==> config.mk <==
export PLATFORM = sky130hd
export DESIGN_NAME = cpuTop
export DESIGN_NICKNAME = d
export VERILOG_FILES = /design/src/source/cpuPkg.sv /design/src/source/cpuTop.sv /design/src/source/progSequencer.sv /design/src/source/wbDataPort.sv /design/src/source/execUnit.sv /design/src/source/regFile.sv /design/src/source/instrDecoder.sv
export SDC_FILE = /design/constraint.sdc
export NUM_CORES = 1
export LEC_CHECK = 0
export CAP_MARGIN = 20
export CORE_MARGIN = 3
export CORE_UTILIZATION = 43
export CTS_CLUSTER_DIAMETER = 100
export DETAILED_ROUTE_END_ITERATION = 16
export DONT_BUFFER_PORTS = 1
export SYNTH_ARGS = -nofsm -noshare
export SYNTH_HDL_FRONTEND = slang
export SYNTH_SLANG_ARGS = --single-unit
==> constraint.sdc <==
create_clock -name i_Clk -period 6 [get_ports i_Clk]
set_clock_uncertainty 0.2 [all_clocks]
set_input_delay 0.9 -clock i_Clk [delete_from_list [all_inputs] [get_ports i_Clk]]
set_output_delay 0.9 -clock i_Clk [all_outputs]
set_load 0.005 [all_outputs]
==> src/source/cpuPkg.sv <==
package cpuPkg;

    // Opcode in bits 8..6, Rx in 5..3, Ry or Op or Cond in 2..0
    localparam int INSTR_W = 9;

    // Address and data width of a memory request
    localparam int MEM_W = 8;

    typedef enum logic [2:0] {
        LoadRxNum   = 3'b000,
        LoadRxARy   = 3'b001,
        StoreARxNum = 3'b010,
        StoreARxRy  = 3'b011,
        MoveRxRy    = 3'b100,
        MathRxOp    = 3'b101,
        JumpRxCond  = 3'b110,
        Nop         = 3'b111
    } opcodeT;

    typedef enum logic [2:0] {
        AluAdd = 3'b000,
        AluSub = 3'b001,
        AluAnd = 3'b010,
        AluOr  = 3'b011,
        AluXor = 3'b100,
        AluShl = 3'b101,
        AluShr = 3'b110,
        AluInc = 3'b111
    } aluOpT;

    // Codes 101 and up never jump
    typedef enum logic [2:0] {
        JmpZero     = 3'b000,
        JmpLink     = 3'b001,
        JmpNotZero  = 3'b010,
        JmpCarry    = 3'b011,
        JmpNotCarry = 3'b100
    } jumpCondT;

    // Register write-back source
    typedef enum logic [1:0] {
        WbImm = 2'b00,
        WbMem = 2'b01,
        WbRy  = 2'b10,
        WbAlu = 2'b11
    } wbSrcT;

    // Decoded control word
    typedef struct packed {
        logic [2:0] regA;
        logic [2:0] regB;
        logic [2:0] regW;
        logic       regWe;
        wbSrcT      wbSrc;
        aluOpT      aluOp;
        logic       jumpEn;
        jumpCondT   jumpCond;
        logic       linkWr;
        logic       memRd;
        logic       memWr;
        logic       needImm;
        logic       halt;
    } ctrlT;

    // Request from sequencer to bus port
    typedef struct packed {
        logic             we;
        logic [MEM_W-1:0] adr;
        logic [MEM_W-1:0] dat;
    } memReqT;

    typedef enum logic [2:0] {
        Fetch    = 3'b000,
        FetchImm = 3'b001,
        Exec     = 3'b010,
        MemWait  = 3'b011,
        Halted   = 3'b100
    } seqStateT;

endpackage
==> src/source/cpuTop.sv <==
module cpuTop #(
    parameter int DATA_W = 8
) (
    input  logic                       i_Clk,
    input  logic                       i_arstN,
    input  logic [cpuPkg::INSTR_W-1:0] i_instrData,
    input  logic [DATA_W-1:0]          i_wbDatR,
    input  logic                       i_wbAck,
    output logic [DATA_W-1:0]          o_instrAddr,
    output logic                       o_wbCyc,
    output logic                       o_wbStb,
    output logic                       o_wbWe,
    output logic [DATA_W-1:0]          o_wbAdr,
    output logic [DATA_W-1:0]          o_wbDatW,
    output logic                       o_halted
);
    import cpuPkg::*;

    ctrlT               ctrl;
    seqStateT           state;
    memReqT             memReq;
    logic               memReqValid;
    logic               memDone;
    logic [INSTR_W-1:0] instr;
    logic [DATA_W-1:0]  imm;
    logic [DATA_W-1:0]  opA;
    logic [DATA_W-1:0]  opB;
    logic [DATA_W-1:0]  rdData;
    logic [DATA_W-1:0]  linkPc;
    logic               wrEn;
    logic [DATA_W-1:0]  wrData;
    logic               jumpTaken;
    logic [DATA_W-1:0]  jumpTarget;

    //////////////////////////////////////////////////////////////////////
    // Fetch and decode
    //////////////////////////////////////////////////////////////////////

    progSequencer #(.DATA_W(DATA_W)) sequencer_i (
        .i_Clk         (i_Clk),
        .i_arstN       (i_arstN),
        .i_instrData   (i_instrData),
        .i_ctrl        (ctrl),
        .i_jumpTaken   (jumpTaken),
        .i_jumpTarget  (jumpTarget),
        .i_memDone     (memDone),
        .i_regB        (opB),
        .o_instrAddr   (o_instrAddr),
        .o_instr       (instr),
        .o_imm         (imm),
        .o_state       (state),
        .o_memReq      (memReq),
        .o_memReqValid (memReqValid),
        .o_linkPc      (linkPc),
        .o_halted      (o_halted)
    );

    instrDecoder decoder_i (
        .i_instr (instr),
        .o_ctrl  (ctrl)
    );

    //////////////////////////////////////////////////////////////////////
    // Registers, execute and bus
    //////////////////////////////////////////////////////////////////////

    regFile #(.DATA_W(DATA_W)) regFile_i (
        .i_Clk     (i_Clk),
        .i_arstN   (i_arstN),
        .i_rdSelA  (ctrl.regA),
        .i_rdSelB  (ctrl.regB),
        .i_wrSel   (ctrl.regW),
        .i_wrEn    (wrEn),
        .i_wrData  (wrData),
        .o_rdDataA (opA),
        .o_rdDataB (opB)
    );

    execUnit #(.DATA_W(DATA_W)) execUnit_i (
        .i_Clk        (i_Clk),
        .i_arstN      (i_arstN),
        .i_ctrl       (ctrl),
        .i_state      (state),
        .i_opA        (opA),
        .i_opB        (opB),
        .i_imm        (imm),
        .i_memData    (rdData),
        .i_memDone    (memDone),
        .i_linkPc     (linkPc),
        .o_wrEn       (wrEn),
        .o_wrData     (wrData),
        .o_jumpTaken  (jumpTaken),
        .o_jumpTarget (jumpTarget)
    );

    // Data memory master
    wbDataPort #(.DATA_W(DATA_W)) wbPort_i (
        .i_Clk      (i_Clk),
        .i_arstN    (i_arstN),
        .i_req      (memReq),
        .i_reqValid (memReqValid),
        .i_wbDatR   (i_wbDatR),
        .i_wbAck    (i_wbAck),
        .o_wbCyc    (o_wbCyc),
        .o_wbStb    (o_wbStb),
        .o_wbWe     (o_wbWe),
        .o_wbAdr    (o_wbAdr),
        .o_wbDatW   (o_wbDatW),
        .o_rdData   (rdData),
        .o_done     (memDone)
    );

endmodule

==> src/source/progSequencer.sv <==
module progSequencer #(
    parameter int DATA_W = 8
) (
    input  logic                       i_Clk,
    input  logic                       i_arstN,
    input  logic [cpuPkg::INSTR_W-1:0] i_instrData,
    input  cpuPkg::ctrlT               i_ctrl,
    input  logic                       i_jumpTaken,
    input  logic [DATA_W-1:0]          i_jumpTarget,
    input  logic                       i_memDone,
    input  logic [DATA_W-1:0]          i_regB,
    output logic [DATA_W-1:0]          o_instrAddr,
    output logic [cpuPkg::INSTR_W-1:0] o_instr,
    output logic [DATA_W-1:0]          o_imm,
    output cpuPkg::seqStateT           o_state,
    output cpuPkg::memReqT             o_memReq,
    output logic                       o_memReqValid,
    output logic [DATA_W-1:0]          o_linkPc,
    output logic                       o_halted
);
    import cpuPkg::*;

    // Plain NOP loaded into the instruction register on reset
    localparam logic [INSTR_W-1:0] NopWord = {Nop, 6'b000000};

    seqStateT           stateQ;
    seqStateT           stateNext;
    logic [DATA_W-1:0]  pcQ;
    logic [INSTR_W-1:0] instrQ;
    logic [DATA_W-1:0]  immQ;
    logic               memOp;
    logic               twoWord;

    assign memOp   = i_ctrl.memRd || i_ctrl.memWr;
    // Word on the port during Fetch decides on an extra FetchImm
    assign twoWord = (opcodeT'(i_instrData[8:6]) == LoadRxNum)
                  || (opcodeT'(i_instrData[8:6]) == StoreARxNum);

    //////////////////////////////////////////////////////////////////////
    // State machine
    //////////////////////////////////////////////////////////////////////

    always_comb begin
        stateNext = stateQ;
        case (stateQ)
            Fetch:    stateNext = twoWord ? FetchImm : Exec;
            FetchImm: stateNext = Exec;
            Exec: begin
                if (i_ctrl.halt) begin
                    stateNext = Halted;
                end else if (memOp) begin
                    stateNext = MemWait;
                end else begin
                    stateNext = Fetch;
                end
            end
            // Slave holds off ack as long as it likes
            MemWait:  stateNext = i_memDone ? Fetch : MemWait;
            Halted:   stateNext = Halted;
            default:  stateNext = Fetch;
        endcase
    end

    always_ff @(posedge i_Clk or negedge i_arstN) begin
        if (!i_arstN) begin
            stateQ <= Fetch;
            pcQ    <= '0;
            instrQ <= NopWord;
        end else begin
            stateQ <= stateNext;
            case (stateQ)
                Fetch: begin
                    instrQ <= i_instrData;
                    pcQ    <= pcQ + 1'b1;
                end
                FetchImm: pcQ <= pcQ + 1'b1;
                Exec: begin
                    if (i_jumpTaken) begin
                        pcQ <= i_jumpTarget;
                    end
                end
                default: pcQ <= pcQ;
            endcase
        end
    end

    // Immediate is the low byte of the second word
    always_ff @(posedge i_Clk) begin
        if (stateQ == FetchImm) begin
            immQ <= i_instrData[DATA_W-1:0];
        end
    end

    //////////////////////////////////////////////////////////////////////
    // Memory request and outputs
    //////////////////////////////////////////////////////////////////////

    always_comb begin
        o_memReq.we  = i_ctrl.memWr;
        o_memReq.adr = i_jumpTarget;
        // StoreARxNum writes the immediate, StoreARxRy writes Ry
        o_memReq.dat = i_ctrl.needImm ? immQ : i_regB;
    end

    // One-cycle pulse in Exec
    assign o_memReqValid = (stateQ == Exec) && memOp;

    assign o_instrAddr = pcQ;
    assign o_instr     = instrQ;
    assign o_imm       = immQ;
    assign o_state     = stateQ;
    // PC already points past the jump word in Exec
    assign o_linkPc    = pcQ;
    assign o_halted    = (stateQ == Halted);

endmodule

==> src/source/wbDataPort.sv <==
module wbDataPort #(
    parameter int DATA_W = 8
) (
    input  logic              i_Clk,
    input  logic              i_arstN,
    input  cpuPkg::memReqT    i_req,
    input  logic              i_reqValid,
    input  logic [DATA_W-1:0] i_wbDatR,
    input  logic              i_wbAck,
    output logic              o_wbCyc,
    output logic              o_wbStb,
    output logic              o_wbWe,
    output logic [DATA_W-1:0] o_wbAdr,
    output logic [DATA_W-1:0] o_wbDatW,
    output logic [DATA_W-1:0] o_rdData,
    output logic              o_done
);

    logic              busyQ;
    logic              weQ;
    logic [DATA_W-1:0] adrQ;
    logic [DATA_W-1:0] datQ;
    logic              ackSeen;
    logic              startReq;

    // Ack only counts inside an open cycle
    assign ackSeen  = busyQ && i_wbAck;
    assign startReq = i_reqValid && !busyQ;

    always_ff @(posedge i_Clk or negedge i_arstN) begin
        if (!i_arstN) begin
            busyQ <= 1'b0;
            weQ   <= 1'b0;
        end else if (ackSeen) begin
            busyQ <= 1'b0;
            weQ   <= 1'b0;
        end else if (startReq) begin
            busyQ <= 1'b1;
            weQ   <= i_req.we;
        end
    end

    // Address and data held until ack
    always_ff @(posedge i_Clk) begin
        if (startReq) begin
            adrQ <= i_req.adr;
            datQ <= i_req.dat;
        end
        if (ackSeen && !weQ) begin
            o_rdData <= i_wbDatR;
        end
    end

    // Classic cycle, cyc and stb move together
    assign o_wbCyc  = busyQ;
    assign o_wbStb  = busyQ;
    assign o_wbWe   = weQ;
    assign o_wbAdr  = adrQ;
    assign o_wbDatW = datQ;
    assign o_done   = ackSeen;

endmodule

==> src/source/execUnit.sv <==
module execUnit #(
    parameter int DATA_W = 8
) (
    input  logic              i_Clk,
    input  logic              i_arstN,
    input  cpuPkg::ctrlT      i_ctrl,
    input  cpuPkg::seqStateT  i_state,
    input  logic [DATA_W-1:0] i_opA,
    input  logic [DATA_W-1:0] i_opB,
    input  logic [DATA_W-1:0] i_imm,
    input  logic [DATA_W-1:0] i_memData,
    input  logic              i_memDone,
    input  logic [DATA_W-1:0] i_linkPc,
    output logic              o_wrEn,
    output logic [DATA_W-1:0] o_wrData,
    output logic              o_jumpTaken,
    output logic [DATA_W-1:0] o_jumpTarget
);
    import cpuPkg::*;

    logic [DATA_W:0] aluRes;
    logic            zeroQ;
    logic            carryQ;
    logic            loadDoneQ;
    logic            mathExec;
    logic            condMet;

    //////////////////////////////////////////////////////////////////////
    // ALU
    //////////////////////////////////////////////////////////////////////

    // Top bit is carry out, or borrow for sub
    always_comb begin
        case (i_ctrl.aluOp)
            AluAdd:  aluRes = {1'b0, i_opA} + {1'b0, i_opB};
            AluSub:  aluRes = {1'b0, i_opA} - {1'b0, i_opB};
            AluAnd:  aluRes = {1'b0, i_opA & i_opB};
            AluOr:   aluRes = {1'b0, i_opA | i_opB};
            AluXor:  aluRes = {1'b0, i_opA ^ i_opB};
            AluShl:  aluRes = {i_opA, 1'b0};
            // Shifted-out bit lands in carry
            AluShr:  aluRes = {i_opA[0], 1'b0, i_opA[DATA_W-1:1]};
            AluInc:  aluRes = {1'b0, i_opA} + 1'b1;
            default: aluRes = '0;
        endcase
    end

    // Only math instructions touch the flags
    assign mathExec = (i_state == Exec) && i_ctrl.regWe && (i_ctrl.wbSrc == WbAlu);

    always_ff @(posedge i_Clk or negedge i_arstN) begin
        if (!i_arstN) begin
            zeroQ     <= 1'b0;
            carryQ    <= 1'b0;
            loadDoneQ <= 1'b0;
        end else begin
            // Load data is registered by the bus port on done
            loadDoneQ <= i_memDone && i_ctrl.memRd;
            if (mathExec) begin
                zeroQ  <= (aluRes[DATA_W-1:0] == '0);
                carryQ <= aluRes[DATA_W];
            end
        end
    end

    //////////////////////////////////////////////////////////////////////
    // Write-back and jump
    //////////////////////////////////////////////////////////////////////

    always_comb begin
        if (i_ctrl.linkWr) begin
            o_wrData = i_linkPc;
        end else begin
            case (i_ctrl.wbSrc)
                WbImm:   o_wrData = i_imm;
                WbMem:   o_wrData = i_memData;
                WbRy:    o_wrData = i_opB;
                default: o_wrData = aluRes[DATA_W-1:0];
            endcase
        end
    end

    // Loads write one cycle after done, everything else in Exec
    assign o_wrEn = i_ctrl.regWe && (loadDoneQ || ((i_state == Exec) && !i_ctrl.memRd));

    always_comb begin
        case (i_ctrl.jumpCond)
            JmpZero:     condMet = zeroQ;
            JmpLink:     condMet = 1'b1;
            JmpNotZero:  condMet = !zeroQ;
            JmpCarry:    condMet = carryQ;
            JmpNotCarry: condMet = !carryQ;
            default:     condMet = 1'b0;
        endcase
    end

    assign o_jumpTaken  = i_ctrl.jumpEn && condMet;
    // Port A is the target, also used as the memory address
    assign o_jumpTarget = i_opA;

endmodule

==> src/source/regFile.sv <==
module regFile #(
    parameter int DATA_W = 8
) (
    input  logic              i_Clk,
    input  logic              i_arstN,
    input  logic [2:0]        i_rdSelA,
    input  logic [2:0]        i_rdSelB,
    input  logic [2:0]        i_wrSel,
    input  logic              i_wrEn,
    input  logic [DATA_W-1:0] i_wrData,
    output logic [DATA_W-1:0] o_rdDataA,
    output logic [DATA_W-1:0] o_rdDataB
);

    // R0..R7, R7 also holds the link address
    logic [DATA_W-1:0] regs [8];

    // Single write port
    always_ff @(posedge i_Clk or negedge i_arstN) begin
        if (!i_arstN) begin
            for (int i = 0; i < 8; i++) begin
                regs[i] <= '0;
            end
        end else if (i_wrEn) begin
            regs[i_wrSel] <= i_wrData;
        end
    end

    // Reads see the old value during a write cycle
    assign o_rdDataA = regs[i_rdSelA];
    assign o_rdDataB = regs[i_rdSelB];

endmodule

==> src/source/instrDecoder.sv <==
module instrDecoder (
    input  logic [cpuPkg::INSTR_W-1:0] i_instr,
    output cpuPkg::ctrlT               o_ctrl
);
    import cpuPkg::*;

    opcodeT     opcode;
    logic [2:0] rx;
    logic [2:0] fieldLo;

    // Instruction fields
    assign opcode  = opcodeT'(i_instr[8:6]);
    assign rx      = i_instr[5:3];
    assign fieldLo = i_instr[2:0];

    always_comb begin
        // All quiet by default, same as a plain NOP
        o_ctrl = '0;
        case (opcode)
            LoadRxNum: begin
                o_ctrl.regW    = rx;
                o_ctrl.regWe   = 1'b1;
                o_ctrl.wbSrc   = WbImm;
                o_ctrl.needImm = 1'b1;
            end
            LoadRxARy: begin
                // Ry goes out on port A as the address
                o_ctrl.regA  = fieldLo;
                o_ctrl.regW  = rx;
                o_ctrl.regWe = 1'b1;
                o_ctrl.wbSrc = WbMem;
                o_ctrl.memRd = 1'b1;
            end
            StoreARxNum: begin
                o_ctrl.regA    = rx;
                o_ctrl.memWr   = 1'b1;
                o_ctrl.needImm = 1'b1;
            end
            StoreARxRy: begin
                // Rx is the address, Ry the data
                o_ctrl.regA  = rx;
                o_ctrl.regB  = fieldLo;
                o_ctrl.memWr = 1'b1;
            end
            MoveRxRy: begin
                o_ctrl.regA  = rx;
                o_ctrl.regB  = fieldLo;
                o_ctrl.regW  = rx;
                o_ctrl.regWe = 1'b1;
                o_ctrl.wbSrc = WbRy;
            end
            MathRxOp: begin
                // Rx op R0 back into Rx
                o_ctrl.regA  = rx;
                o_ctrl.regB  = 3'b000;
                o_ctrl.regW  = rx;
                o_ctrl.regWe = 1'b1;
                o_ctrl.wbSrc = WbAlu;
                o_ctrl.aluOp = aluOpT'(fieldLo);
            end
            JumpRxCond: begin
                o_ctrl.regA     = rx;
                o_ctrl.jumpEn   = 1'b1;
                o_ctrl.jumpCond = jumpCondT'(fieldLo);
                // Linking jump saves the return address in R7
                if (fieldLo == JmpLink) begin
                    o_ctrl.linkWr = 1'b1;
                    o_ctrl.regWe  = 1'b1;
                    o_ctrl.regW   = 3'd7;
                end
            end
            Nop: begin
                o_ctrl.halt = (fieldLo == 3'b111);
            end
            default: begin
                o_ctrl = '0;
            end
        endcase
    end

endmodule

Yosys cells after proc, flatten, opt, wreduce, memory -nomap -nowiden --
Cells that the tools add are included.
Storage, ports and cells: flip-flop bits (word level) 121, input port bits 20, output and inout port bits 28, word-level logic and storage cells 135
Cells by class: $add $sub $neg 4, order comparisons 4, equal/unequal tests 29, muxes and demuxes 37, bitwise gates (word level) 6, reduce and logical (&&, ||, !) cells 35
Operators with widths (number):
- $pmux 9 s8 | 1
- $bwmux 64 | 1
- $mux 8 | 8
- $bmux 8 s3 | 2
- $eq 3x3->1 const B | 11
- $eq 3x2->1 const B | 9
- $demux 8 s3 | 1
- $pmux 8 s3 | 1
- $pmux 8 s2 | 1
- $eq 3x1->1 const B | 5
- $logic_not 3->1 | 5
- $pmux 3 s5 | 1
- $ge 4x4->1 const B | 3
- $not 3->4 | 3
- $logic_and 1x1->1 | 11
- $add 8x1->9 const B | 1
- $add 8x8->9 | 1
- $mux 1 | 9
- $mux 3 | 3
- $sub 8x8->9 | 1
- $add 8x1->8 const B | 1
- $and 8x8->8 | 1
- $logic_not 8->1 | 1
- $or 8x8->8 | 1
- other kinds (20) | 33

Depth between registers and ports, before layout --
depth in word-level cells 12, gate-level depth with buffers 22, mapped depth without buffers 19

Hierarchy --
Synthesis repeated with hierarchy kept, for this count alone.
Second synthesis, totals: cells, all modules 663, area total of the unflattened synthesis 7997.7 µm²
By module, submodules not included:
- regFile | instances 1, cells an instance 201, area each 3539.6 µm², sequential area each 1601.5 µm²
- execUnit | instances 1, cells an instance 255, area each 1868.0 µm², sequential area each 75.1 µm²
- progSequencer | instances 1, cells an instance 132, area each 1508.9 µm², sequential area each 744.5 µm²
- wbDataPort | instances 1, cells an instance 35, area each 832.0 µm², sequential area each 770.7 µm²
- instrDecoder | instances 1, cells an instance 40, area each 249.0 µm², sequential area each 0.0 µm²

Least setup slack after synthesis --
Ideal clock, no wire load.
kind register to register, start reg sequencer_i.instrQ[8] (netlist: sequencer_i.o_instr[8]), end reg regFile_i.regs[14] (netlist name), library setup time 125 ps, arrival time 4529 ps, required time 5675 ps, setup slack 1147 ps, stages on the path, launching flop included 19, path buffers 1, period minus slack after synthesis 4853 ps, cells stage by stage dfstp_2 -> buf_6 -> or3b_4 -> a21oi_4 -> mux2_2 -> mux2_2 -> ha_1 -> a31oi_1 -> xor2_1 -> nor2_1 -> ha_1 -> o21a_1 -> a311o_1 -> a41o_1 -> a21oi_1 -> xnor3_1 -> a2bb2oi_2 -> o21a_4 -> mux2_2
On the way: cells in the longest elaborated chain, start to end 12, elaborated cells between the ends (all ways) 56, classes of those cells add/sub: 3; order compare: 2; eq/ne: 15; mux: 19; bitwise: 6; reduce/logical: 11
RTL lines:
- start: declaration | RTL line progSequencer.sv:29 | logic [INSTR_W-1:0] instrQ;
- start signal: assignment | RTL line progSequencer.sv:68 | instrQ <= NopWord;
- start signal: assignment | RTL line progSequencer.sv:73 | instrQ <= i_instrData;
- $eq 3x2->1 / $eq 3x3->1 (equally long branches) | RTL line instrDecoder.sv:19 | case (opcode)
- $reduce_or 5->1 (no line) / $reduce_or 2->1 (equally long branches)
- $pmux 3 s2 / $mux 3 (equally long branches) | RTL line instrDecoder.sv:19
- $not 3->4, on equally long branches | RTL line regFile.sv:30, regFile.sv:31
- $bmux 8 s3, on equally long branches | RTL line regFile.sv:30, regFile.sv:31
- $mux 8, on equally long branches (2 in a row) | RTL line regFile.sv:30, regFile.sv:31
- $add 8x1->9 (tied with other cells) | RTL line execUnit.sv:43 | AluInc: aluRes = {1'b0, i_opA} + 1'b1;
- $pmux 9 s8 | RTL line execUnit.sv:34 | case (i_ctrl.aluOp)
- $pmux 8 s3 | RTL line execUnit.sv:74 | case (i_ctrl.wbSrc)
- $mux 8 | RTL line execUnit.sv:71 | if (i_ctrl.linkWr) begin
- $bwmux 64 | RTL line regFile.sv:25 | regs[i_wrSel] <= i_wrData;
- end signal: indexed assignment | RTL line regFile.sv:25
- end: declaration | RTL line regFile.sv:16 | logic [DATA_W-1:0] regs [8];
Several ways; a longest one is shown, not always the timed one. The select of a mux whose other input is x is not followed. A chain may end at the register's enable or synchronous reset.

Worst setup path after layout --
start reg sequencer_i.instrQ[8] (netlist: sequencer_i.o_instr[8]), end reg regFile_i.regs[22] (netlist name)
Same word-level chain as after synthesis.

==> reports/results.tsv <==
metric	value	unit
slew_headroom	31.5	%
clockBufferDepth	2	
synth_area	0.00819	sq mm
grtUsageTotal	26.3	%
async_flop_share	73.6	%
placed_area	0.00841	sq mm
first_pass_iters	7	
yosysWarnings	0	
cap_viol_max_count	0	
synth_nets	866	
yosysUniqueCellTypes	104	
startpoint_type	register	
ios	48	
gp_congestion	0.951	
yosys.area_share.simple	13.9	%
worst-r2r-setup-slack	0.56	ns
yosysSeqAreaShare	39.0	%
num_antenna_cells	0	
drive_gt1_share	19.7	%
fillers	1687	
drt_iter0_drc	800	
die_x	144	microns
r2r_end	regFile_i.regs[22]	
slew_viol_final	0	
critPathLaunch	sequencer_i.o_instr[8]	
fp-row-count	49	
dp.cells	1037	
synthMuxAreaShare	14.3	%
drc	0	
period_share	90.6	%
synth_top_flop_cell	dfrtp_1	
dpl.hpwl	19700	microns
synth_fa_ha_area_share	3.33	%
grt_pass1_vias	6625	
start_util	44.7	%
synth_most_common_cell	dfrtp_1	
instances_no_fill	1071	
clock_sinks	121	
grt_overflow	0	
synth_largest_area_cell	dfrtp_1	
cts_tree	built	
end_kind	register	
status	finished, final reports clean	
critPathMaxFanout	22	
area_delta_synth_final	10.5	%
rr_worst_depth	17	
dieArea	0.0207	sq mm
final_core_util	49.3	%
setup_viol	0	
cts-root-buf	clkbuf_16	
grt_pass1_wl	40700	microns
synthTopCellsByArea	dfrtp_1, edfxtp_1, mux2_2	
port_buffers	0	
worst_ep_required_time	6.11	ns
ant_nets	0	
clk_latency	0.43	ns
routed_wl	26800	microns
syn_inst	825	
synth_xor_area_share	1.56	%
netlist_top_cells_count	dfrtp_1, nor2_1, nand2_1	
vias	6992	
die_h	144	microns
hold_class	input port to asynchronous set/reset pin	
final_hold_viol_count	0	
r2r_start	sequencer_i.o_instr[8]	
final_cell_area	0.00905	sq mm
avgRoutedWirePerCell	25.1	microns
core	0.0183	sq mm
synth-edff-count	32	
synth.top_cell.area_share	26.3	%
antenna_found_initial	0	
cts_htree_levels	4	
synth_top_family_by_area	compound AO/OA/AOI/OAI gates	
fin_crit	5.44	ns
fin_nets	870	
rsz0062_at_grt	false	
worst-endpoint-arrival	5.55	ns
viasPerCell	6.53	
cts_made_buffers	17	
clk_pin_slew	0.06	ns
path_class	register to register	
tns	0	ns
synth_compound_area_share	22.8	%
synth_seq_cells	121	
tightest_slew	1.02	ns
synth_area_per_cell	9.92	sq um
grt_max_degree	87	
max_freq	184	MHz
## critical path, stage by stage (launching register included)
cell	delay (ns)
dfstp_2	0.73
or3b_4	0.48
a21oi_4	0.24
mux2_2	0.36
mux2_2	0.36
ha_1	0.27
a31oi_1	0.18
xor2_1	0.17
nor2_1	0.07
ha_1	0.34
o21a_1	0.21
a311o_1	0.34
a41o_1	0.23
a21oi_1	0.21
xnor3_1	0.25
a2bb2oi_2	0.15
o21a_4	0.23
mux2_2	0.27
## timing repair
item                                   CTS  global route
endpoints found under the hold margin   86             0
hold buffers                             1             0
gates resized for setup                  0             0
buffers inserted                         0             0
## logic make-up (layout without fill, tap and decap cells)
kind of cell             count (synthesis)  in the layout
multiplexers                           109            109
AO/OA/AOI/OAI                          252            252
flip-flops                             121            121
buffers and inverters                   80             97
XOR/XNOR                                13             13
adder cells (fa/ha/maj)                 22             22
AND/OR/NAND/NOR                        228            228
## layout make-up
type / count / area, sq um / share of cell area, %
clock buffer: 17 / 425 / 4.70
multi-input combinational: 624 / 4580 / 50.6
tap: 229 / 287 / 3.17
sequential: 121 / 3190 / 35.3
clock inverter: 15 / 181 / 2.01
inverter: 34 / 133 / 1.47
timing repair buffer: 31 / 250 / 2.77
## through the flow
step	hold slack [ns]	setup WS, ns
2_1_floorplan	0.274	1.15
3_3_place_gp	0.308	0.692
3_5_place_dp	0.328	0.614
4_1_cts	0.0975	0.597
5_1_grt	0.0923	0.179
6_report	0.107	0.563
## registers in the layout (all words and copies together), names as in the netlist, 3 cells and up
name	count
regFile_i.regs	64
sequencer_i.o_imm	8
sequencer_i.o_instr	9
sequencer_i.o_instrAddr	8
sequencer_i.o_state	3
wbPort_i.o_rdData	8
wbPort_i.o_wbAdr	8
wbPort_i.o_wbDatW	8
## layout by cell type (no fill, tap or decap), drive strengths merged, types with 9 or more instances in the layout
cell type / n
a21oi: 68
o22a: 12
nand2: 71
nor3: 13
ha: 21
buf: 31
mux2: 53
clkbuf: 17
dfrtp: 86
inv: 43
a211oi: 9
mux2i: 56
nand3: 15
o211ai: 10
edfxtp: 32
o21ai: 51
a31oi: 21
nor2: 75
o22ai: 9
## layer usage
layer / global-route usage (%) / vias up / share of wire, %
li1: - / 3112 / -
met1: 37.2 / 3482 / 44
met2: 40.0 / 351 / 45
met3: 5.95 / 47 / 7.6
met4: 8.87 / 0 / 2.7
met5: 0 / - / 0
## how the worst max path moves through the flow
stage | to | cells past startpoint
after CTS | regFile_i.regs[22] | 18
after global routing | regFile_i.regs[22] | 18
after floorplan | regFile_i.regs[14] | 18
after global placement | regFile_i.regs[30] | 17
after detailed placement | regFile_i.regs[22] | 17
final | regFile_i.regs[22] | 17
Power is not shown: default switching activity piles up to over one toggle a cycle in this logic, so the estimate is an artifact.
